[src/hdl/audio_params.svh]
`ifndef AUDIO_PARAMS_SVH
`define AUDIO_PARAMS_SVH

// Sample word width, two's complement
`define SAMPLE_W 16

// System clocks per half period of BCLK
`define BCLK_HALF 8

// BCLK periods per LRCLK half period, one channel slot
`define BCLKS_PER_HALF 32

// One LRCLK half period is 2 * BCLK_HALF * BCLKS_PER_HALF system clocks
// (512 with the values above). MCLK runs at half the system clock

`endif

[src/hdl/effect_pkg.sv]
package effect_pkg;

  // Effect applied to each sample on its way to the DAC
  typedef enum logic [1:0] {
    OP_PASS   = 2'd0,  // Sample unchanged
    OP_MUTE   = 2'd1,  // Zero output
    OP_INVERT = 2'd2,  // Negate, most negative saturates to most positive
    OP_HALVE  = 2'd3   // Arithmetic shift right by one
  } effect_op_e;

endpackage

[src/hdl/i2s_pkg.sv]
package i2s_pkg;

  // Channel tag, same encoding as the LRCLK level
  typedef enum logic {
    CH_LEFT  = 1'b0,  // LRCLK low
    CH_RIGHT = 1'b1   // LRCLK high
  } channel_e;

  // Receiver half-frame sequence
  typedef enum logic [1:0] {
    RX_SKIP  = 2'd0,  // Waiting for the I2S delay bit
    RX_SHIFT = 2'd1,  // Shifting in the sample bits
    RX_DONE  = 2'd2   // Word handed over, idle until next LRCLK edge
  } rx_state_e;

endpackage

[src/hdl/codec_audio_top.sv]
`include "audio_params.svh"

module codec_audio_top
  import i2s_pkg::*;
  import effect_pkg::*;
(
  input  logic       clk_i,
  input  logic       rst_ni,
  input  logic       adc_sdata,
  input  effect_op_e op,
  output logic       mclk,
  output logic       bclk,
  output logic       lrclk,
  output logic       dac_sdata,
  output logic       overrun
);

  logic                 bclk_rise;
  logic                 bclk_fall;
  logic                 lr_rise;
  logic                 lr_fall;

  logic                 rx_valid;
  logic [`SAMPLE_W-1:0] rx_sample;
  channel_e             rx_channel;
  logic                 eff_ready;

  logic                 eff_valid;
  logic [`SAMPLE_W-1:0] eff_sample;
  channel_e             eff_channel;
  logic                 tx_ready;

  i2s_clock_gen u_clk_gen (
    .clk_i     (clk_i),
    .rst_ni    (rst_ni),
    .mclk      (mclk),
    .bclk      (bclk),
    .lrclk     (lrclk),
    .bclk_rise (bclk_rise),
    .bclk_fall (bclk_fall),
    .lr_rise   (lr_rise),
    .lr_fall   (lr_fall)
  );

  // Decode
  i2s_rx_deser u_decode (
    .clk_i      (clk_i),
    .rst_ni     (rst_ni),
    .adc_sdata  (adc_sdata),
    .lrclk      (lrclk),
    .bclk_rise  (bclk_rise),
    .lr_rise    (lr_rise),
    .lr_fall    (lr_fall),
    .rx_ready   (eff_ready),
    .rx_valid   (rx_valid),
    .rx_sample  (rx_sample),
    .rx_channel (rx_channel),
    .overrun    (overrun)
  );

  // Execute
  sample_effect u_execute (
    .clk_i       (clk_i),
    .rst_ni      (rst_ni),
    .in_valid    (rx_valid),
    .in_sample   (rx_sample),
    .in_channel  (rx_channel),
    .op          (op),
    .out_ready   (tx_ready),
    .in_ready    (eff_ready),
    .out_valid   (eff_valid),
    .out_sample  (eff_sample),
    .out_channel (eff_channel)
  );

  // Result
  i2s_tx_ser u_result (
    .clk_i      (clk_i),
    .rst_ni     (rst_ni),
    .in_valid   (eff_valid),
    .in_sample  (eff_sample),
    .in_channel (eff_channel),
    .lr_rise    (lr_rise),
    .lr_fall    (lr_fall),
    .bclk_fall  (bclk_fall),
    .in_ready   (tx_ready),
    .dac_sdata  (dac_sdata)
  );

endmodule

[src/hdl/i2s_clock_gen.sv]
`include "audio_params.svh"

module i2s_clock_gen (
  input  logic clk_i,
  input  logic rst_ni,
  output logic mclk,
  output logic bclk,
  output logic lrclk,
  output logic bclk_rise,
  output logic bclk_fall,
  output logic lr_rise,
  output logic lr_fall
);

  localparam int unsigned BCNT_W = $clog2(`BCLK_HALF);
  localparam int unsigned LCNT_W = $clog2(`BCLKS_PER_HALF);

  logic [BCNT_W-1:0] bclk_cnt;
  logic [LCNT_W-1:0] lr_cnt;
  logic              bclk_term;
  logic              lr_term;

  assign bclk_term = (bclk_cnt == BCNT_W'(`BCLK_HALF - 1));

  // Strobes are high in the cycle whose clock edge toggles the output
  assign bclk_rise = bclk_term & ~bclk;
  assign bclk_fall = bclk_term & bclk;

  // LRCLK only moves together with a BCLK fall
  assign lr_term = bclk_fall & (lr_cnt == LCNT_W'(`BCLKS_PER_HALF - 1));
  assign lr_rise = lr_term & ~lrclk;
  assign lr_fall = lr_term & lrclk;

  always_ff @(posedge clk_i or negedge rst_ni) begin
    if (!rst_ni) begin
      mclk <= 1'b0;
    end else begin
      mclk <= ~mclk;  // Half the system clock
    end
  end

  always_ff @(posedge clk_i or negedge rst_ni) begin
    if (!rst_ni) begin
      bclk_cnt <= '0;
      bclk     <= 1'b0;
    end else if (bclk_term) begin
      bclk_cnt <= '0;
      bclk     <= ~bclk;
    end else begin
      bclk_cnt <= bclk_cnt + 1'b1;
    end
  end

  // Counts complete BCLK periods within one channel slot
  always_ff @(posedge clk_i or negedge rst_ni) begin
    if (!rst_ni) begin
      lr_cnt <= '0;
      lrclk  <= 1'b0;
    end else if (lr_term) begin
      lr_cnt <= '0;
      lrclk  <= ~lrclk;
    end else if (bclk_fall) begin
      lr_cnt <= lr_cnt + 1'b1;
    end
  end

endmodule

[src/hdl/i2s_rx_deser.sv]
`include "audio_params.svh"

module i2s_rx_deser
  import i2s_pkg::*;
(
  input  logic                 clk_i,
  input  logic                 rst_ni,
  input  logic                 adc_sdata,
  input  logic                 lrclk,
  input  logic                 bclk_rise,
  input  logic                 lr_rise,
  input  logic                 lr_fall,
  input  logic                 rx_ready,
  output logic                 rx_valid,
  output logic [`SAMPLE_W-1:0] rx_sample,
  output channel_e             rx_channel,
  output logic                 overrun
);

  localparam int unsigned CNT_W = $clog2(`BCLKS_PER_HALF);

  rx_state_e            state_q;
  logic [CNT_W-1:0]     bit_cnt;
  logic [`SAMPLE_W-1:0] shift_q;
  channel_e             ch_q;
  logic                 shift_en;
  logic                 word_done;

  assign shift_en  = (state_q == RX_SHIFT) && bclk_rise && (bit_cnt < CNT_W'(`SAMPLE_W));
  // First rise after the LSB hands the word over
  assign word_done = (state_q == RX_SHIFT) && bclk_rise && (bit_cnt == CNT_W'(`SAMPLE_W));

  always_ff @(posedge clk_i or negedge rst_ni) begin
    if (!rst_ni) begin
      state_q <= RX_DONE;  // Idle until the first LRCLK edge
      bit_cnt <= '0;
    end else if (lr_rise || lr_fall) begin
      state_q <= RX_SKIP;
      bit_cnt <= '0;
    end else begin
      case (state_q)
        RX_SKIP: if (bclk_rise) state_q <= RX_SHIFT;
        RX_SHIFT: begin
          if (shift_en) bit_cnt <= bit_cnt + 1'b1;
          if (word_done) state_q <= RX_DONE;
        end
        default: state_q <= RX_DONE;  // Rest of the slot is ignored
      endcase
    end
  end

  always_ff @(posedge clk_i) begin
    // LRCLK already carries the new level at the delay bit
    if ((state_q == RX_SKIP) && bclk_rise) ch_q <= channel_e'(lrclk);
    if (shift_en) shift_q <= {shift_q[`SAMPLE_W-2:0], adc_sdata};  // MSB first
  end

  // Output holding stage
  always_ff @(posedge clk_i) begin
    if (word_done) begin
      rx_sample  <= shift_q;
      rx_channel <= ch_q;
    end
  end

  always_ff @(posedge clk_i or negedge rst_ni) begin
    if (!rst_ni) begin
      rx_valid <= 1'b0;
      overrun  <= 1'b0;
    end else begin
      if (word_done) begin
        rx_valid <= 1'b1;
        if (rx_valid && !rx_ready) overrun <= 1'b1;  // Waiting word gets replaced
      end else if (rx_ready) begin
        rx_valid <= 1'b0;
      end
    end
  end

endmodule

[src/hdl/i2s_tx_ser.sv]
`include "audio_params.svh"

module i2s_tx_ser
  import i2s_pkg::*;
(
  input  logic                 clk_i,
  input  logic                 rst_ni,
  input  logic                 in_valid,
  input  logic [`SAMPLE_W-1:0] in_sample,
  input  channel_e             in_channel,
  input  logic                 lr_rise,
  input  logic                 lr_fall,
  input  logic                 bclk_fall,
  output logic                 in_ready,
  output logic                 dac_sdata
);

  logic                 hold_full;
  logic [`SAMPLE_W-1:0] hold_sample;
  channel_e             hold_channel;
  logic [`SAMPLE_W:0]   shift_q;  // Delay bit on top
  logic                 lr_edge;
  channel_e             next_channel;
  logic                 load;

  assign lr_edge      = lr_rise | lr_fall;
  assign next_channel = lr_rise ? CH_RIGHT : CH_LEFT;  // Level after the edge

  // Word only leaves at the start of its own channel slot
  assign load = lr_edge & hold_full & (hold_channel == next_channel);

  assign in_ready  = ~hold_full;
  assign dac_sdata = shift_q[`SAMPLE_W];

  always_ff @(posedge clk_i) begin
    if (in_valid && in_ready) begin
      hold_sample  <= in_sample;
      hold_channel <= in_channel;
    end
  end

  always_ff @(posedge clk_i or negedge rst_ni) begin
    if (!rst_ni) begin
      hold_full <= 1'b0;
    end else if (load) begin
      hold_full <= 1'b0;
    end else if (in_valid && in_ready) begin
      hold_full <= 1'b1;
    end
  end

  // LRCLK edges share the cycle with a BCLK fall, the load wins
  always_ff @(posedge clk_i or negedge rst_ni) begin
    if (!rst_ni) begin
      shift_q <= '0;
    end else if (lr_edge) begin
      if (load) begin
        shift_q <= {1'b0, hold_sample};
      end else begin
        shift_q <= '0;  // Silent slot
      end
    end else if (bclk_fall) begin
      shift_q <= {shift_q[`SAMPLE_W-1:0], 1'b0};  // Zeros trail the LSB
    end
  end

endmodule

[src/hdl/sample_effect.sv]
`include "audio_params.svh"

module sample_effect
  import i2s_pkg::*;
  import effect_pkg::*;
(
  input  logic                 clk_i,
  input  logic                 rst_ni,
  input  logic                 in_valid,
  input  logic [`SAMPLE_W-1:0] in_sample,
  input  channel_e             in_channel,
  input  effect_op_e           op,
  input  logic                 out_ready,
  output logic                 in_ready,
  output logic                 out_valid,
  output logic [`SAMPLE_W-1:0] out_sample,
  output channel_e             out_channel
);

  localparam logic [`SAMPLE_W-1:0] S_MIN = {1'b1, {(`SAMPLE_W-1){1'b0}}};
  localparam logic [`SAMPLE_W-1:0] S_MAX = {1'b0, {(`SAMPLE_W-1){1'b1}}};

  logic [`SAMPLE_W-1:0] result;
  logic                 accept;

  // Output stage can take a new word while the old one leaves
  assign in_ready = ~out_valid | out_ready;
  assign accept   = in_valid & in_ready;

  always_comb begin
    case (op)
      OP_PASS:   result = in_sample;
      OP_MUTE:   result = '0;
      OP_INVERT: begin
        if (in_sample == S_MIN) begin
          result = S_MAX;  // -32768 has no positive twin
        end else begin
          result = -in_sample;
        end
      end
      OP_HALVE:  result = $signed(in_sample) >>> 1;  // Keeps the sign
      default:   result = in_sample;
    endcase
  end

  always_ff @(posedge clk_i) begin
    if (accept) begin
      out_sample  <= result;
      out_channel <= in_channel;
    end
  end

  always_ff @(posedge clk_i or negedge rst_ni) begin
    if (!rst_ni) begin
      out_valid <= 1'b0;
    end else if (accept) begin
      out_valid <= 1'b1;
    end else if (out_ready) begin
      out_valid <= 1'b0;
    end
  end

endmodule

[config.mk]
export PLATFORM = sky130hd
export DESIGN_NAME = codec_audio_top
export DESIGN_NICKNAME = d
export VERILOG_FILES = /design/src/hdl/effect_pkg.sv /design/src/hdl/i2s_pkg.sv /design/src/hdl/codec_audio_top.sv /design/src/hdl/i2s_clock_gen.sv /design/src/hdl/i2s_rx_deser.sv /design/src/hdl/i2s_tx_ser.sv /design/src/hdl/sample_effect.sv
export VERILOG_INCLUDE_DIRS = /design/src /design/src/hdl
export SDC_FILE = /design/constraint.sdc
export NUM_CORES = 1
export LEC_CHECK = 0
export BUFFER_PORTS_ARGS = -buffer_cell sky130_fd_sc_hd__buf_2
export CORE_MARGIN = 4
export CORE_UTILIZATION = 40
export CTS_CLUSTER_DIAMETER = 50
export DETAILED_ROUTE_END_ITERATION = 8
export GPL_TIMING_DRIVEN = 1
export PLACE_DENSITY = 0.62
export SYNTH_ARGS = -nofsm -noshare
export SYNTH_HDL_FRONTEND = slang
export SYNTH_SLANG_ARGS = --single-unit
export TNS_END_PERCENT = 5
[constraint.sdc]
create_clock -name clk_i -period 3.28 [get_ports clk_i]
set_input_delay 0.328 -clock clk_i [delete_from_list [all_inputs] [get_ports clk_i]]
set_output_delay 0.328 -clock clk_i [all_outputs]
set_load 0.005 [all_outputs]
* After elaboration in Yosys (flattened, before gate mapping)
Cells that the tools add are included.
W data, S select, Z words.
** Word-level totals
- Memories kept :: 0
- Memory bits (read-only) :: 0
- Word-level logic and storage cells :: 93
- Flip-flop bits (word level) :: 107
- Bits in writable memories :: 0
- Bits in latches :: 0
- Output and inout bits :: 5
** Operators by class
- Shifts and indexed selects :: 0
- $lt $le $gt $ge :: 1
- Muxes and demuxes :: 22
- $mul :: 0
- Eq/ne operators :: 12
- Bitwise operators :: 15
- Reduce and logical (&&, ||, !) cells :: 19
- Add/subtract/negate cells :: 4
- Div/mod/pow operators :: 0
** Operators by type and width (count)
- $pmux W16 S4 :: 1
- $mux W17 :: 2
- $mux W16 :: 2
- $mux W5 :: 5
- $eq A16 B16 Y1 const B :: 1
- $neg A16 Y16 :: 1
- $reduce_bool A2 Y1 :: 6
- $add A5 B1 Y5 const B :: 2
- $eq A5 B5 Y1 const B :: 2
- $and A1 B1 Y1 :: 8
- $mux W1 :: 7
- $logic_and A1 B1 Y1 :: 6
- $mux W2 :: 3
- $reduce_and A2 Y1 :: 3
- $lt A5 B5 Y1 const B :: 1
- $not A1 Y1 :: 5
- $eq A2 B1 Y1 const B :: 2
- $eq A2 B2 Y1 const B :: 2
- $logic_not A2 Y1 :: 2
- $pmux W2 S2 :: 1
- $add A3 B1 Y3 const B :: 1
- $eq A3 B3 Y1 const B :: 1
- $mux W3 :: 1
- $ne A3 B1 Y1 const B :: 1
- other kinds (6) :: 7

* Longest topological paths before layout
Gate-level depths: netlist (run 1).
- Depth in word-level cells :: 9
- Gate-level depth with buffers :: 10
- Gate-level depth less buffers :: 7

* Cells and area by module
A second synthesis (run 1) with hierarchy kept.
** Unflattened totals
- Cell total of the unflattened synthesis :: 382
- Area, all modules :: 4705.8 um^2
** By module, submodules not included
- i2s_rx_deser :: cells each 79, area each 1476.4 um^2, seq. area each 1247.4 um^2, times used 1
- i2s_tx_ser :: cells each 118, area each 1441.4 um^2, seq. area each 960.9 um^2, times used 1
- sample_effect :: cells each 143, area each 1297.5 um^2, seq. area each 535.5 um^2, times used 1
- i2s_clock_gen :: cells each 42, area each 490.5 um^2, seq. area each 275.3 um^2, times used 1

* Worst setup path after synthesis (run 1)
Ideal clock, no wire load.
- Kind :: register to register
- From :: register u_clk_gen.bclk_cnt[0]
- To :: register u_decode.rx_channel (enable)
- Path buffers :: 1
- Cell stages (with the launch flop) :: 6
- Data required time :: 2.870 ns
- Arrival :: 2.199 ns
- Slack :: 0.671 ns
- Cells stage by stage :: dfrtp_1 > ha_1 > ha_1 > buf_2 > nand4bb_1 > nor4_2
** Between the ends
- Cells in the longest elaborated chain, start to end :: 4
** Ends and longest elaborated chain
- start, declared :: line i2s_clock_gen.sv:18 : logic [BCNT_W-1:0] bclk_cnt;
- start signal, assigned :: line i2s_clock_gen.sv:50 : bclk_cnt <= bclk_cnt + 1'b1;
- $eq A3 B3 Y1 :: line i2s_clock_gen.sv:23 : assign bclk_term = (bclk_cnt == BCNT_W'(`BCLK_HALF - 1));
- $and A1 B1 Y1 :: line i2s_clock_gen.sv:26 : assign bclk_rise = bclk_term & ~bclk;
- $logic_and A1 B1 Y1 (2 in a row) :: line i2s_rx_deser.sv:31 : assign word_done = (state_q == RX_SHIFT) && bclk_rise && (bit_cnt == CNT_W'(`SAMPLE_W));
- named net u_decode.word_done :: line i2s_rx_deser.sv:27 : logic word_done;
- end signal, assigned :: line i2s_rx_deser.sv:62 : rx_channel <= ch_q;
- end, declared :: line i2s_rx_deser.sv:16 : output channel_e rx_channel,
The timed path passes the listed nets, and every way through them passes these cells.
A chain may end at the register's enable or synchronous reset.

* Worst setup path after layout (run 1)
- From :: register u_clk_gen.lr_cnt[0]
- To :: register u_result.shift_q[7]
** Between the ends
- Cells in the longest elaborated chain, start to end :: 8
- Elaborated cells between the ends (all ways) :: 12
- Those cells by class :: 2 x eq/ne; 3 x mux; 6 x bitwise; 1 x reduce/logical
** Ends and longest elaborated chain
- start, declared :: line i2s_clock_gen.sv:19 : logic [LCNT_W-1:0] lr_cnt;
- start signal, assigned :: line i2s_clock_gen.sv:63 : lr_cnt <= lr_cnt + 1'b1;
- $eq A5 B5 Y1 (*) :: line i2s_clock_gen.sv:30 : assign lr_term = bclk_fall & (lr_cnt == LCNT_W'(`BCLKS_PER_HALF - 1));
- $and A1 B1 Y1 (*) :: line i2s_clock_gen.sv:30
- $and A1 B1 Y1, on equally long branches :: line i2s_clock_gen.sv:31, i2s_clock_gen.sv:32
- $or A1 B1 Y1 / $mux W1 (equally long branches) :: line i2s_tx_ser.sv:26, i2s_tx_ser.sv:27
- $and A1 B1 Y1 / $eq A1 B1 Y1 (equally long branches) :: line i2s_tx_ser.sv:30 : assign load = lr_edge & hold_full & (hold_channel == next_channel);
- $and A1 B1 Y1 :: line i2s_tx_ser.sv:30
- $mux W16 :: line i2s_tx_ser.sv:57 : if (load) begin
- $mux W17 :: line i2s_tx_ser.sv:56 : end else if (lr_edge) begin
- end signal, assigned :: line i2s_tx_ser.sv:58 : shift_q <= {1'b0, hold_sample};
- end signal, assigned :: line i2s_tx_ser.sv:63 : shift_q <= {shift_q[`SAMPLE_W-1:0], 1'b0};
- end, declared :: line i2s_tx_ser.sv:21 : logic [`SAMPLE_W:0] shift_q;
Mark *: on every way between the ends. The rest lies on a longest branch, timed or not.

==> run summary, run 1 <==
Outcome - finished, final reports clean
Yosys reg bits - 107
Global-route wire length before repair - 12.4 mm
P_leak - 1.86 nW
Maxcap violations - 0
Commonest non-fill, non-tap cell in the layout - edfxtp_1
Count of hold-fix buffers inserted at cts - 0
H-tree Lvls - 3
# resized after CTS - 0
Fin util - 0.456
Synth Warn # - 0
Initial core utilization - 0.415
Crit-path cells - ha_1 > and3_1 > ha_1 > and3_1 > and3_1 > a21oi_1 > o21ai_0
Vias per cell - 5.25
Worst stage delay on the critical path - 610 ps
Crit-path max FO - 17
Mean Syn Cell Area - 12.7 um^2
Setup crit start - u_clk_gen.lr_cnt[0]
Root Buffer - clkbuf_16
Max Buffers Root-to-Sink - 2
Sequential share of power - 0.574
HP Class - input pin to async pin
Final setup vio count - 0
Routed WL - 7.21 mm
Worst-Skew Late Latency - 340 ps
Clock transition at path regs - 70 ps
Max-slew headroom at the worst pin - 0.428
FP Rows - 38
Synth Flop Type - edfxtp_1
Sequential cell area fraction in the yosys report - 0.663
IO Port Bufs - 9
Commonest non-fill, non-tap cells in the layout - edfxtp_1 (68), dfrtp_1 (38), nand2_1 (37)
Reg2reg start - u_clk_gen.lr_cnt[0]
Synth Instances - 359
CP Class - flip-flop to flip-flop
DRT Pass-1 Iters - 4
Net Switching - 0.500 mW
Cell mode on critical path - and3_1
Nets@finish - 377
Share of post-route cells with drive strength above 1 - 0.111
Maximum clock frequency - 434 MHz
Worst Path Required - 3530 ps
Mapped Area - 0.00455 mm^2
Routed len/inst - 14.1 um
Initial antenna violation count - 0
Die area - 0.0132 mm^2
Largest net degree at the start of global routing - 40
Final HPWL DP - 4.85 mm
CP delay by family, top - simple AND/OR/NAND/NOR gates
Synth top area share - 0.448
Final min period - 2300 ps
Via count - 2676
Congestion Overflow GR - 0
CTS tree - yes
Number of synthesized flops with an enable pin - 68
Number of nets with antenna violations after routing - 0
Total internal power - 1.98 mW
Top cells by area, synth - edfxtp_1 (45%), dfrtp_1 (21%), o21ai_0 (3.2%)
Bufs and invs on worst path - 0
CORE AREA - 0.0110 mm^2
Initial DRC count - 99
Syn_nets - 371
Die Wd - 115 um
Sw frac - 0.202
Sum Neg Setup Slack - 0 ps
Crit start category - flip-flop
Critical Path Sink Type - flip-flop
Yosys top cell by area - edfxtp_1
Crit path DAT - 2560 ps
Final hold viol count - 0
Chip Height - 115 um
Combinational power share - 0.022
Final Slew Violations - 0
Post-CTS Setup Repair Bufs - 0
Clock sink total - 107
Overall Global Routing Usage - 0.119
Peak VDD IR - 309 uV
Synth-to-Final Area Change - 9.97%
Vias in the first global route - 2576
Post-route DRC violation count - 0
Ant diodes - 0
Clock power frac - 0.404
PwrDens - 496 mW/mm^2
Yosys cell types - 56
Final Wtd Congestion - 0.922
Actual slew at the worst max-slew pin - 858 ps
Async set or reset register ratio after synthesis - 0.364
Clk_skew - 4.22 ps
Slowest CP cell - and3_1
Io pins - 10
Clock buffers created by TritonCTS - 9
Final Cycle Share - 0.702
RSZ-0062 raised after global routing - false
Yosys cell counts (3+ instances only):
cell type	n
nand3_1	5
nor2b_1	19
o2bb2ai_1	4
dfrtp_1	38
clkbuf_1	11
ha_1	7
edfxtp_1	68
xor2_1	3
o21ai_0	29
o31ai_1	3
buf_2	5
nor2_1	21
inv_1	9
nand2_1	37
a21oi_1	21
a31oi_1	6
o21a_1	3
nand4_1	3
xnor2_1	3
nand2b_1	3
nor3_1	9
o31a_1	5
and3_1	3
worst paths after layout:
path / endpoint / slack, ps / cells past startpoint
max in group asynchronous: u_result.shift_q[2] / 2640 / 1
setup / recovery: u_result.shift_q[7] / 980 / 7
setup reg to reg: u_result.shift_q[7] / 980 / 7
min in group clk_i: u_decode.shift_q[0] / 160 / 1
hold reg to reg: u_clk_gen.mclk / 410 / 1
hold / removal: u_clk_gen.mclk / 90 / 1
sequential cells by signal, summed over array words and instances, names as in the netlist:
register               count
u_result.shift_q          17
u_decode.rx_sample        16
u_decode.shift_q          16
u_execute.out_sample      16
u_result.hold_sample      16
u_clk_gen.lr_cnt           5
u_decode.bit_cnt           5
u_clk_gen.bclk_cnt         3
u_decode.state_q           2
u_clk_gen.bclk             1
u_clk_gen.lrclk            1
u_clk_gen.mclk             1
u_decode.ch_q              1
u_decode.overrun           1
u_decode.rx_channel        1
u_decode.rx_valid          1
u_execute.out_channel      1
u_execute.out_valid        1
u_result.hold_channel      1
u_result.hold_full         1
routing by layer:
layer	vias up	wire, um	GRT usage
li1	1336	-	-
met1	1283	3390	0.155
met2	47	3420	0.188
met3	10	290	0.0312
met4	0	110	0.0501
met5	-	0	0
power groups by stage:
stage | Sequential [mW] | Clock (mW) | Combinational [mW]
after floorplan | 1.45 | 0 | 0.0364
after CTS | 1.42 | 1.04 | 0.0552
after detailed placement | 1.45 | 0 | 0.0550
final | 1.42 | 1.00 | 0.0548
after global routing | 1.42 | 1.09 | 0.0619
after global placement | 1.45 | 0 | 0.0543
cells by family after synthesis:
| kind of cell | count (synthesis) | synth area share |
|---|---|---|
| adder cells (fa/ha/maj) | 7 | 0.0192 |
| XOR/XNOR | 6 | 0.0115 |
| buffers and inverters | 29 | 0.0294 |
| multiplexers | 4 | 0.00934 |
| AO/OA/AOI/OAI | 91 | 0.129 |
| flip-flops | 107 | 0.663 |
| AND/OR/NAND/NOR | 115 | 0.139 |
per-stage QoR:
| step | hold slack [ps] | setup WS [ps] | instance area, um^2 | cells | power, mW |
|---|---|---|---|---|---|
| after CTS | 128 | 935 | 5010 | 510 | 2.52 |
| after global placement | 402 | 1040 | 4730 | 494 | 1.51 |
| after detailed placement | 402 | 940 | 4730 | 494 | 1.51 |
| final | 94.4 | 976 | 5010 | 510 | 2.48 |
| after global routing | 153 | 750 | 5010 | 510 | 2.57 |
| after floorplan | 32.4 | 671 | 4550 | 359 | 1.49 |
layout make-up:
type,count,area (um^2)
Multi-Input combinational cell,223,1410
Sequential cell,107,3020
Inverter,9,33.8
Timing Repair Buffer,15,90.1
Fill cell,977,5970
Clock buffer,11,243
Clock inverter,5,37.5
Tap cell,140,175
Power figures use the tool's default switching activity.
==> inputs of run 2 (changes only) <==
==> constraint.sdc (replaced) <==
create_clock -name clk_i -period 2.2 [get_ports clk_i]
set_input_delay 0.22 -clock clk_i [delete_from_list [all_inputs] [get_ports clk_i]]
set_output_delay 0.22 -clock clk_i [all_outputs]
set_load 0.005 [all_outputs]
==> run 2 against run 1 <==
  * The flow now finishes with violations (negative hold slack)
  * First-iteration DRC count increased by 16%
  * Largest cell class unchanged
  * Global-route usage grew 0.70 points
  * Via count is 0.75% higher
  * Critical path type unchanged
==> run summary, run 2 (synthesis results as in run 1) <==
Die Wd - 115 um (unchanged)
Crit-path cells - nor4b_1 > and4_4 > nor2_1 > a2111oi_2
Sequential share of power - 0.580 (+0.006)
Congestion Overflow GR - 0 (unchanged)
Max reg flops - 17 (unchanged)
Reg-to-Reg End - u_execute.out_sample[3]
Io pins - 10 (unchanged)
Clock power frac - 0.398 (-0.006)
Largest net degree at the start of global routing - 40 (unchanged)
Final min period - 2020 ps (-281 ps)
Global-route wire length before repair - 13.0 mm (+4.6%)
Reg2reg start - u_decode.rx_sample[13]
Initial DRC count - 115 (+16%)
Worst-Skew Late Latency - 340 ps (about the same)
IO Port Bufs - 9 (unchanged)
Crit start category - flip-flop
Root Buffer - clkbuf_16
Slowest CP cell - nor4b_1
Maximum clock frequency - 494 MHz (+14%)
Cell total after placement - 504 (+2.0%)
Chip Height - 115 um (unchanged)
Peak VDD IR - 561 uV (+82%)
Clock transition at path regs - 70 ps (about the same)
Final hold viol count - 30 (+30)
Combinational power share - 0.023 (about the same)
Synth-to-Final Area Change - 11.7%
Filler-free cell count of the finished design - 520 (+2.0%)
P_leak - 1.92 nW (+3.0%)
Worst stage delay on the critical path - 530 ps (-80 ps)
Crit-path max FO - 9 (-8)
Actual slew at the worst max-slew pin - 858 ps (+0.819 ps)
DP Area - 0.00482 mm^2 (+1.9%)
Worst Path Required - 2350 ps (-1180 ps)
Commonest non-fill, non-tap cell in the layout - edfxtp_1
Final Slew Violations - 0 (unchanged)
Via count - 2696 (+0.75%)
# resized after CTS - 0 (unchanged)
Total internal power - 2.92 mW (+47%)
Register name with the most flops - u_result.shift_q
Violated checks - negative hold slack
Post-route DRC violation count - 0 (unchanged)
H-tree Lvls - 3 (unchanged)
Clk_skew - 7.95 ps (+3.72 ps)
Reg-to-reg setup timing slack - 180 ps (-800 ps)
Sw frac - 0.203 (+0.00110)
Worst r2r path cells - 4 (-3)
Post-CTS Setup Repair Bufs - 0 (unchanged)
Fin area - 0.00509 mm^2 (+1.6%)
DRT Pass-1 Iters - 5 (+1)
Commonest non-fill, non-tap cells in the layout - edfxtp_1 (68), dfrtp_1 (38), nand2_1 (37)
Vias in the first global route - 2668 (+3.6%)
Die area - 0.0132 mm^2 (unchanged)
Clock sink total - 107 (unchanged)
Maxcap violations - 0 (unchanged)
Critical Path Sink Type - flip-flop
Initial core utilization - 0.415 (unchanged)
Max-slew headroom at the worst pin - 0.428 (-0.000547)
Clock buffers created by TritonCTS - 9 (unchanged)
Number of nets with antenna violations after routing - 0 (unchanged)
CTS tree - yes
Routed len/inst - 13.9 um (-1.9%)
Hold slack - -17.9 ps (-112 ps)
Nets@finish - 387 (+2.7%)
Initial antenna violation count - 0 (unchanged)
FP Rows - 38 (unchanged)
Vias per cell - 5.18 (-1.2%)
Final setup vio count - 0 (unchanged)
Count of hold-fix buffers inserted at cts - 0 (unchanged)
Ant diodes - 0 (unchanged)
HP Class - input pin to async pin
CORE AREA - 0.0110 mm^2 (unchanged)
Max Buffers Root-to-Sink - 2 (unchanged)
CP Class - flip-flop to flip-flop
Crit path DAT - 2170 ps (-390 ps)
Overall Global Routing Usage - 0.126 (+0.00701)
Final HPWL DP - 4.79 mm (-1.2%)
Share of post-route cells with drive strength above 1 - 0.142 (+0.0313)
RSZ-0062 raised after global routing - false
Final Cycle Share - 0.919 (+0.217)
PwrDens - 720 mW/mm^2 (+45%)
Routed WL - 7.22 mm (about the same)
Final Wtd Congestion - 0.819 (-11%)
Fillers - 969 (-0.82%)
Outcome - finished with violations
Net Switching - 0.743 mW (+48%)
[run 2: area by class of cell]
class,count,area [um^2],share of cell area
flip-flops and latches,107,3020,0.593
multi-input cells,223,1410,0.278
clock buffers,10,229,0.0450
repair buffers,25,178,0.0349
well taps,140,175,0.0344
clock inverters,6,40.0,0.00787
inverters,9,33.8,0.00664
[run 2: power by group through the flow]
stage	combinational [mW]	clock [mW]	sequential, mW
after floorplan	0.0542	0	2.17
after global placement	0.0819	0	2.17
after detailed placement	0.0836	0	2.17
after CTS	0.0842	1.51	2.12
after global routing	0.0953	1.60	2.12
final	0.0830	1.46	2.12
[run 2: worst max path at each step]
stage / startpoint / to / slack [ps] / cells after the start
after global placement: u_decode.rx_sample[13] / u_execute.out_sample[3] / 110 / 4
after global routing: u_decode.rx_sample[13] / u_execute.out_sample[2] / 30 / 4
final: u_decode.rx_sample[13] / u_execute.out_sample[3] / 180 / 4
after detailed placement: u_decode.rx_sample[13] / u_execute.out_sample[3] / 50 / 4
after CTS: u_decode.rx_sample[13] / u_execute.out_sample[3] / 30 / 4
after floorplan: u_clk_gen.bclk_cnt[0] / u_decode.shift_q[0] / -40 / 5
[run 2: per-layer routing]
layer,global-route usage,up-vias,routed length [um]
met3,0.0449,10,292
met1,0.170,1291,3510
met2,0.187,36,3270
li1,-,1359,-
met4,0.0493,0,143
met5,0,-,0
[run 2: worst max-delay path: cells and delay by family (launching register included)]
family / cells / cell delay, ps
flops: 1 / 510
simple gates: 3 / 1010
compound gates: 1 / 310
[run 2: through the flow]
step                      setup slack (ps)  hold slack [ps]   util  power, mW  TNS (ps)
after global placement                 109              376  0.438       2.25         0
final                                  178            -17.9  0.463       3.66         0
after CTS                             30.1             24.1  0.463       3.72         0
after global routing                  32.5             37.5  0.463       3.82         0
after detailed placement              48.2              394  0.438       2.25         0
after floorplan                      -36.9            -75.6      -       2.22      -596
==> inputs of run 3 (changes only) <==
--- a/config.mk
+++ b/config.mk
@@ -7,13 +7,16 @@
 export NUM_CORES = 1
 export LEC_CHECK = 0
 export BUFFER_PORTS_ARGS = -buffer_cell sky130_fd_sc_hd__buf_2
+export CAP_MARGIN = 20
 export CORE_MARGIN = 4
 export CORE_UTILIZATION = 40
 export CTS_CLUSTER_DIAMETER = 50
 export DETAILED_ROUTE_END_ITERATION = 8
 export GPL_TIMING_DRIVEN = 1
 export PLACE_DENSITY = 0.62
+export REMOVE_ABC_BUFFERS = 1
 export SYNTH_ARGS = -nofsm -noshare
 export SYNTH_HDL_FRONTEND = slang
+export SYNTH_HIERARCHICAL = 1
 export SYNTH_SLANG_ARGS = --single-unit
 export TNS_END_PERCENT = 5
==> run 3 against run 2 <==
  * Critical path depth rose by 5
  * First-iteration DRC count fell by 23%
  * Sequential share of layout area fell by 3.4 points
  * Critical path type unchanged
  * Die area increased by 3.1%
  * The run still ends with negative hold slack left
  * Synthesized area increased by 3.3%
  * Worst setup slack got worse by 92 ps
  * Largest power group unchanged
==> run summary, run 3 <==
Initial antenna violation count - 0 (unchanged)
Synth Instances - 382 (+6.4%)
Maximum clock frequency - 473 MHz (-4.3%)
CORE AREA - 0.0115 mm^2 (+4.4%)
Mean Syn Cell Area - 12.3 um^2 (-2.9%)
Sequential share of power - 0.578 (-0.002)
Global-route wire length before repair - 13.7 mm (+5.2%)
Metal1 wirelength - 3.68 mm (+4.8%)
Clock power frac - 0.401 (+0.003)
Sw frac - 0.205 (+0.00228)
Initial DRC count - 89 (-23%)
Actual slew at the worst max-slew pin - 870 ps (+11.5 ps)
Final Slew Violations - 0 (unchanged)
Share of post-route cells with drive strength above 1 - 0.209 (+0.0665)
Yosys cell types - 65 (+16%)
Sequential cell area fraction in the yosys report - 0.642 (-0.0213)
Final HPWL DP - 5.45 mm (+14%)
Crit path DAT - 2340 ps (+170 ps)
Final Wtd Congestion - 0.838 (+2.4%)
Final min period - 2110 ps (+91.6 ps)
Nets@finish - 424 (+9.6%)
Crit-path cells - ha_2 > and3_1 > ha_1 > buf_4 > and3_2 > or3_1 > buf_6 > nor2_1 > a21oi_1
Vias in the first global route - 2829 (+6.0%)
Via count - 2960 (+9.8%)
Total internal power - 2.92 mW (about the same)
Ant diodes - 0 (unchanged)
Violated checks - negative hold slack
Final hold viol count - 13 (-57%)
Crit-path max FO - 16 (+7)
Met3 wire len - 342 um (+17%)
Max-slew headroom at the worst pin - 0.420 (-0.00770)
Initial core utilization - 0.410 (-0.00431)
Met2 wire length - 3.73 mm (+14%)
Max Buffers Root-to-Sink - 2 (unchanged)
Worst r2r path cells - 9 (+5)
IO Port Bufs - 9 (unchanged)
Yosys reg bits - 107 (unchanged)
Number of synthesized flops with an enable pin - 68 (unchanged)
Outcome - finished with violations
Final Cycle Share - 0.961 (+0.0416)
Top cells by count, synth - edfxtp_1 (68), dfrtp_1 (38), nor2_1 (36)
Root Buffer - clkbuf_16
Async set or reset register ratio after synthesis - 0.364 (unchanged)
Largest net degree at the start of global routing - 40 (unchanged)
CP delay by family, top - simple AND/OR/NAND/NOR gates
Synth Warn # - 6 (+6)
Post-route DRC violation count - 0 (unchanged)
HP Class - input pin to async pin
Mapped Area - 0.00471 mm^2 (+3.3%)
Clock transition at path regs - 70 ps (about the same)
Max reg flops - 17 (unchanged)
Overall Global Routing Usage - 0.129 (+0.00362)
Clock sink total - 107 (unchanged)
Maxcap violations - 0 (unchanged)
Critical Path Sink Type - flip-flop
PwrDens - 681 mW/mm^2 (-5.5%)
Synth-to-Final Area Change - 14.7%
Count of hold-fix buffers inserted at cts - 0 (unchanged)
P_leak - 2.07 nW (+7.8%)
Register name with the most flops - u_result/shift_q
Worst Path Required - 2430 ps (+80 ps)
Reg2reg start - u_clk_gen/lr_cnt[1]
Clock buffers created by TritonCTS - 9 (unchanged)
Combinational power share - 0.021 (-0.002)
Peak VDD IR - 559 uV (-0.34%)
CP Class - flip-flop to flip-flop
Net Switching - 0.753 mW (+1.4%)
Die Wd - 116 um (+1.5%)
Reg-to-Reg End - u_result/shift_q[7]
H-tree Lvls - 3 (unchanged)
Yosys top cell by area - edfxtp_1
Synth top area share - 0.434 (-0.0144)
Routed len/inst - 14.1 um (+1.3%)
Worst stage delay on the critical path - 400 ps (-130 ps)
Worst-Skew Late Latency - 340 ps (about the same)
Vias per cell - 5.29 (+1.9%)
Crit start category - flip-flop
Slowest CP cell - dfrtp_1
Top cells by area, synth - edfxtp_1 (43%), dfrtp_1 (20%), a21oi_1 (3.2%)
Bufs and invs on worst path - 2 (+2)
Hold slack - -14.7 ps (+3.11 ps)
Chip Height - 116 um (+1.5%)
Top Layer Used - met4
Worst setup margin - 86.0 ps (-91.6 ps)
Final setup vio count - 0 (unchanged)
Congestion Overflow GR - 0 (unchanged)
Commonest non-fill, non-tap cells in the layout - edfxtp_1 (68), dfrtp_1 (38), nor2_1 (33)
Number of nets with antenna violations after routing - 0 (unchanged)
Routed WL - 7.87 mm (+9.1%)
Pre-CTS setup slack - -56.1 ps (-104 ps)
Reg-to-reg setup timing slack - 90 ps (-90 ps)
CTS tree - yes
Clk_skew - 5.85 ps (-2.10 ps)
FP Rows - 39 (+2.6%)
Io pins - 10 (unchanged)
Fillers - 1001 (+3.3%)
Most common cell in the netlist - edfxtp_1
Commonest non-fill, non-tap cell in the layout - edfxtp_1
DRT Pass-1 Iters - 4 (-1)
Die area - 0.0136 mm^2 (+3.1%)
Synth Flop Type - edfxtp_1
## run 3: worst max path at each step
stage | from | end | slack, ps | depth (start not counted)
5_1_grt | u_clk_gen/lr_cnt[0] | u_result/shift_q[1] | -0.4 | 9
2_1_floorplan | u_decode/rx_sample[1] | u_execute/out_sample[9] | -10 | 6
6_report | u_clk_gen/lr_cnt[1] | u_result/shift_q[7] | 90 | 9
3_5_place_dp | u_decode/rx_sample[0] | u_execute/out_sample[7] | -60 | 6
3_3_place_gp | u_decode/rx_sample[0] | u_execute/out_sample[2] | 50 | 7
4_1_cts | u_decode/rx_sample[0] | u_execute/out_sample[8] | -30 | 5
## run 3: worst reg2reg max path, stage by stage (launching register included)
cell     delay [ps]
dfrtp_1         400
ha_2            190
and3_1          180
ha_1            220
buf_4           150
and3_2          200
or3_1           330
buf_6           170
nor2_1          110
a21oi_1          50
## run 3: per-layer routing
layer,up-vias,track usage
met3,10,0.0425
met1,1408,0.169
met4,0,0.0472
li1,1489,-
met2,53,0.203
met5,-,0
## run 3: through the flow
stage / std cells / cell area [um^2] / power (mW) / util / setup TNS [ps]
finish: 560 / 5400 / 3.67 / 0.471 / 0
CTS: 560 / 5360 / 3.74 / 0.467 / -28.8
detailed placement: 544 / 5070 / 2.24 / 0.442 / -205
floorplan: 361 / 4590 / 2.20 / - / -21.4
global route: 560 / 5400 / 3.83 / 0.471 / -0.403
global placement: 544 / 5070 / 2.24 / 0.442 / 0
## run 3: cell type report
class	instances	area (um^2)	share of cell area
flip-flops and latches	107	3020	0.559
multi-input cells	237	1550	0.288
repair buffers	40	307	0.0568
clock buffers	9	225	0.0417
well taps	143	179	0.0332
inverters	17	63.8	0.0118
clock inverters	7	51.3	0.00951
## run 3: timing repair
item / in CTS / in global routing
pin swaps: 0 / 1
buffers inserted: 0 / 0
endpoints found under the setup margin: 11 / 23
gates resized for setup: 2 / 13
## run 3: logic make-up after synthesis
family                     Yosys count  synth area share
buffers and inverters               38            0.0386
DFF                                107             0.642
muxes                                6            0.0133
AOI/OAI and AO/OA                  103             0.140
xor gates and xnor gates             2           0.00372
adders and majority gates            7            0.0186
and+or+nand+nor                    119             0.144
## run 3: power groups by stage
stage / Clock (mW) / Combinational [mW] / Sequential [mW]
2_1_floorplan: 0 / 0.0354 / 2.17
3_3_place_gp: 0 / 0.0720 / 2.17
3_5_place_dp: 0 / 0.0744 / 2.17
4_1_cts: 1.54 / 0.0758 / 2.12
5_1_grt: 1.62 / 0.0872 / 2.12
6_report: 1.47 / 0.0769 / 2.12
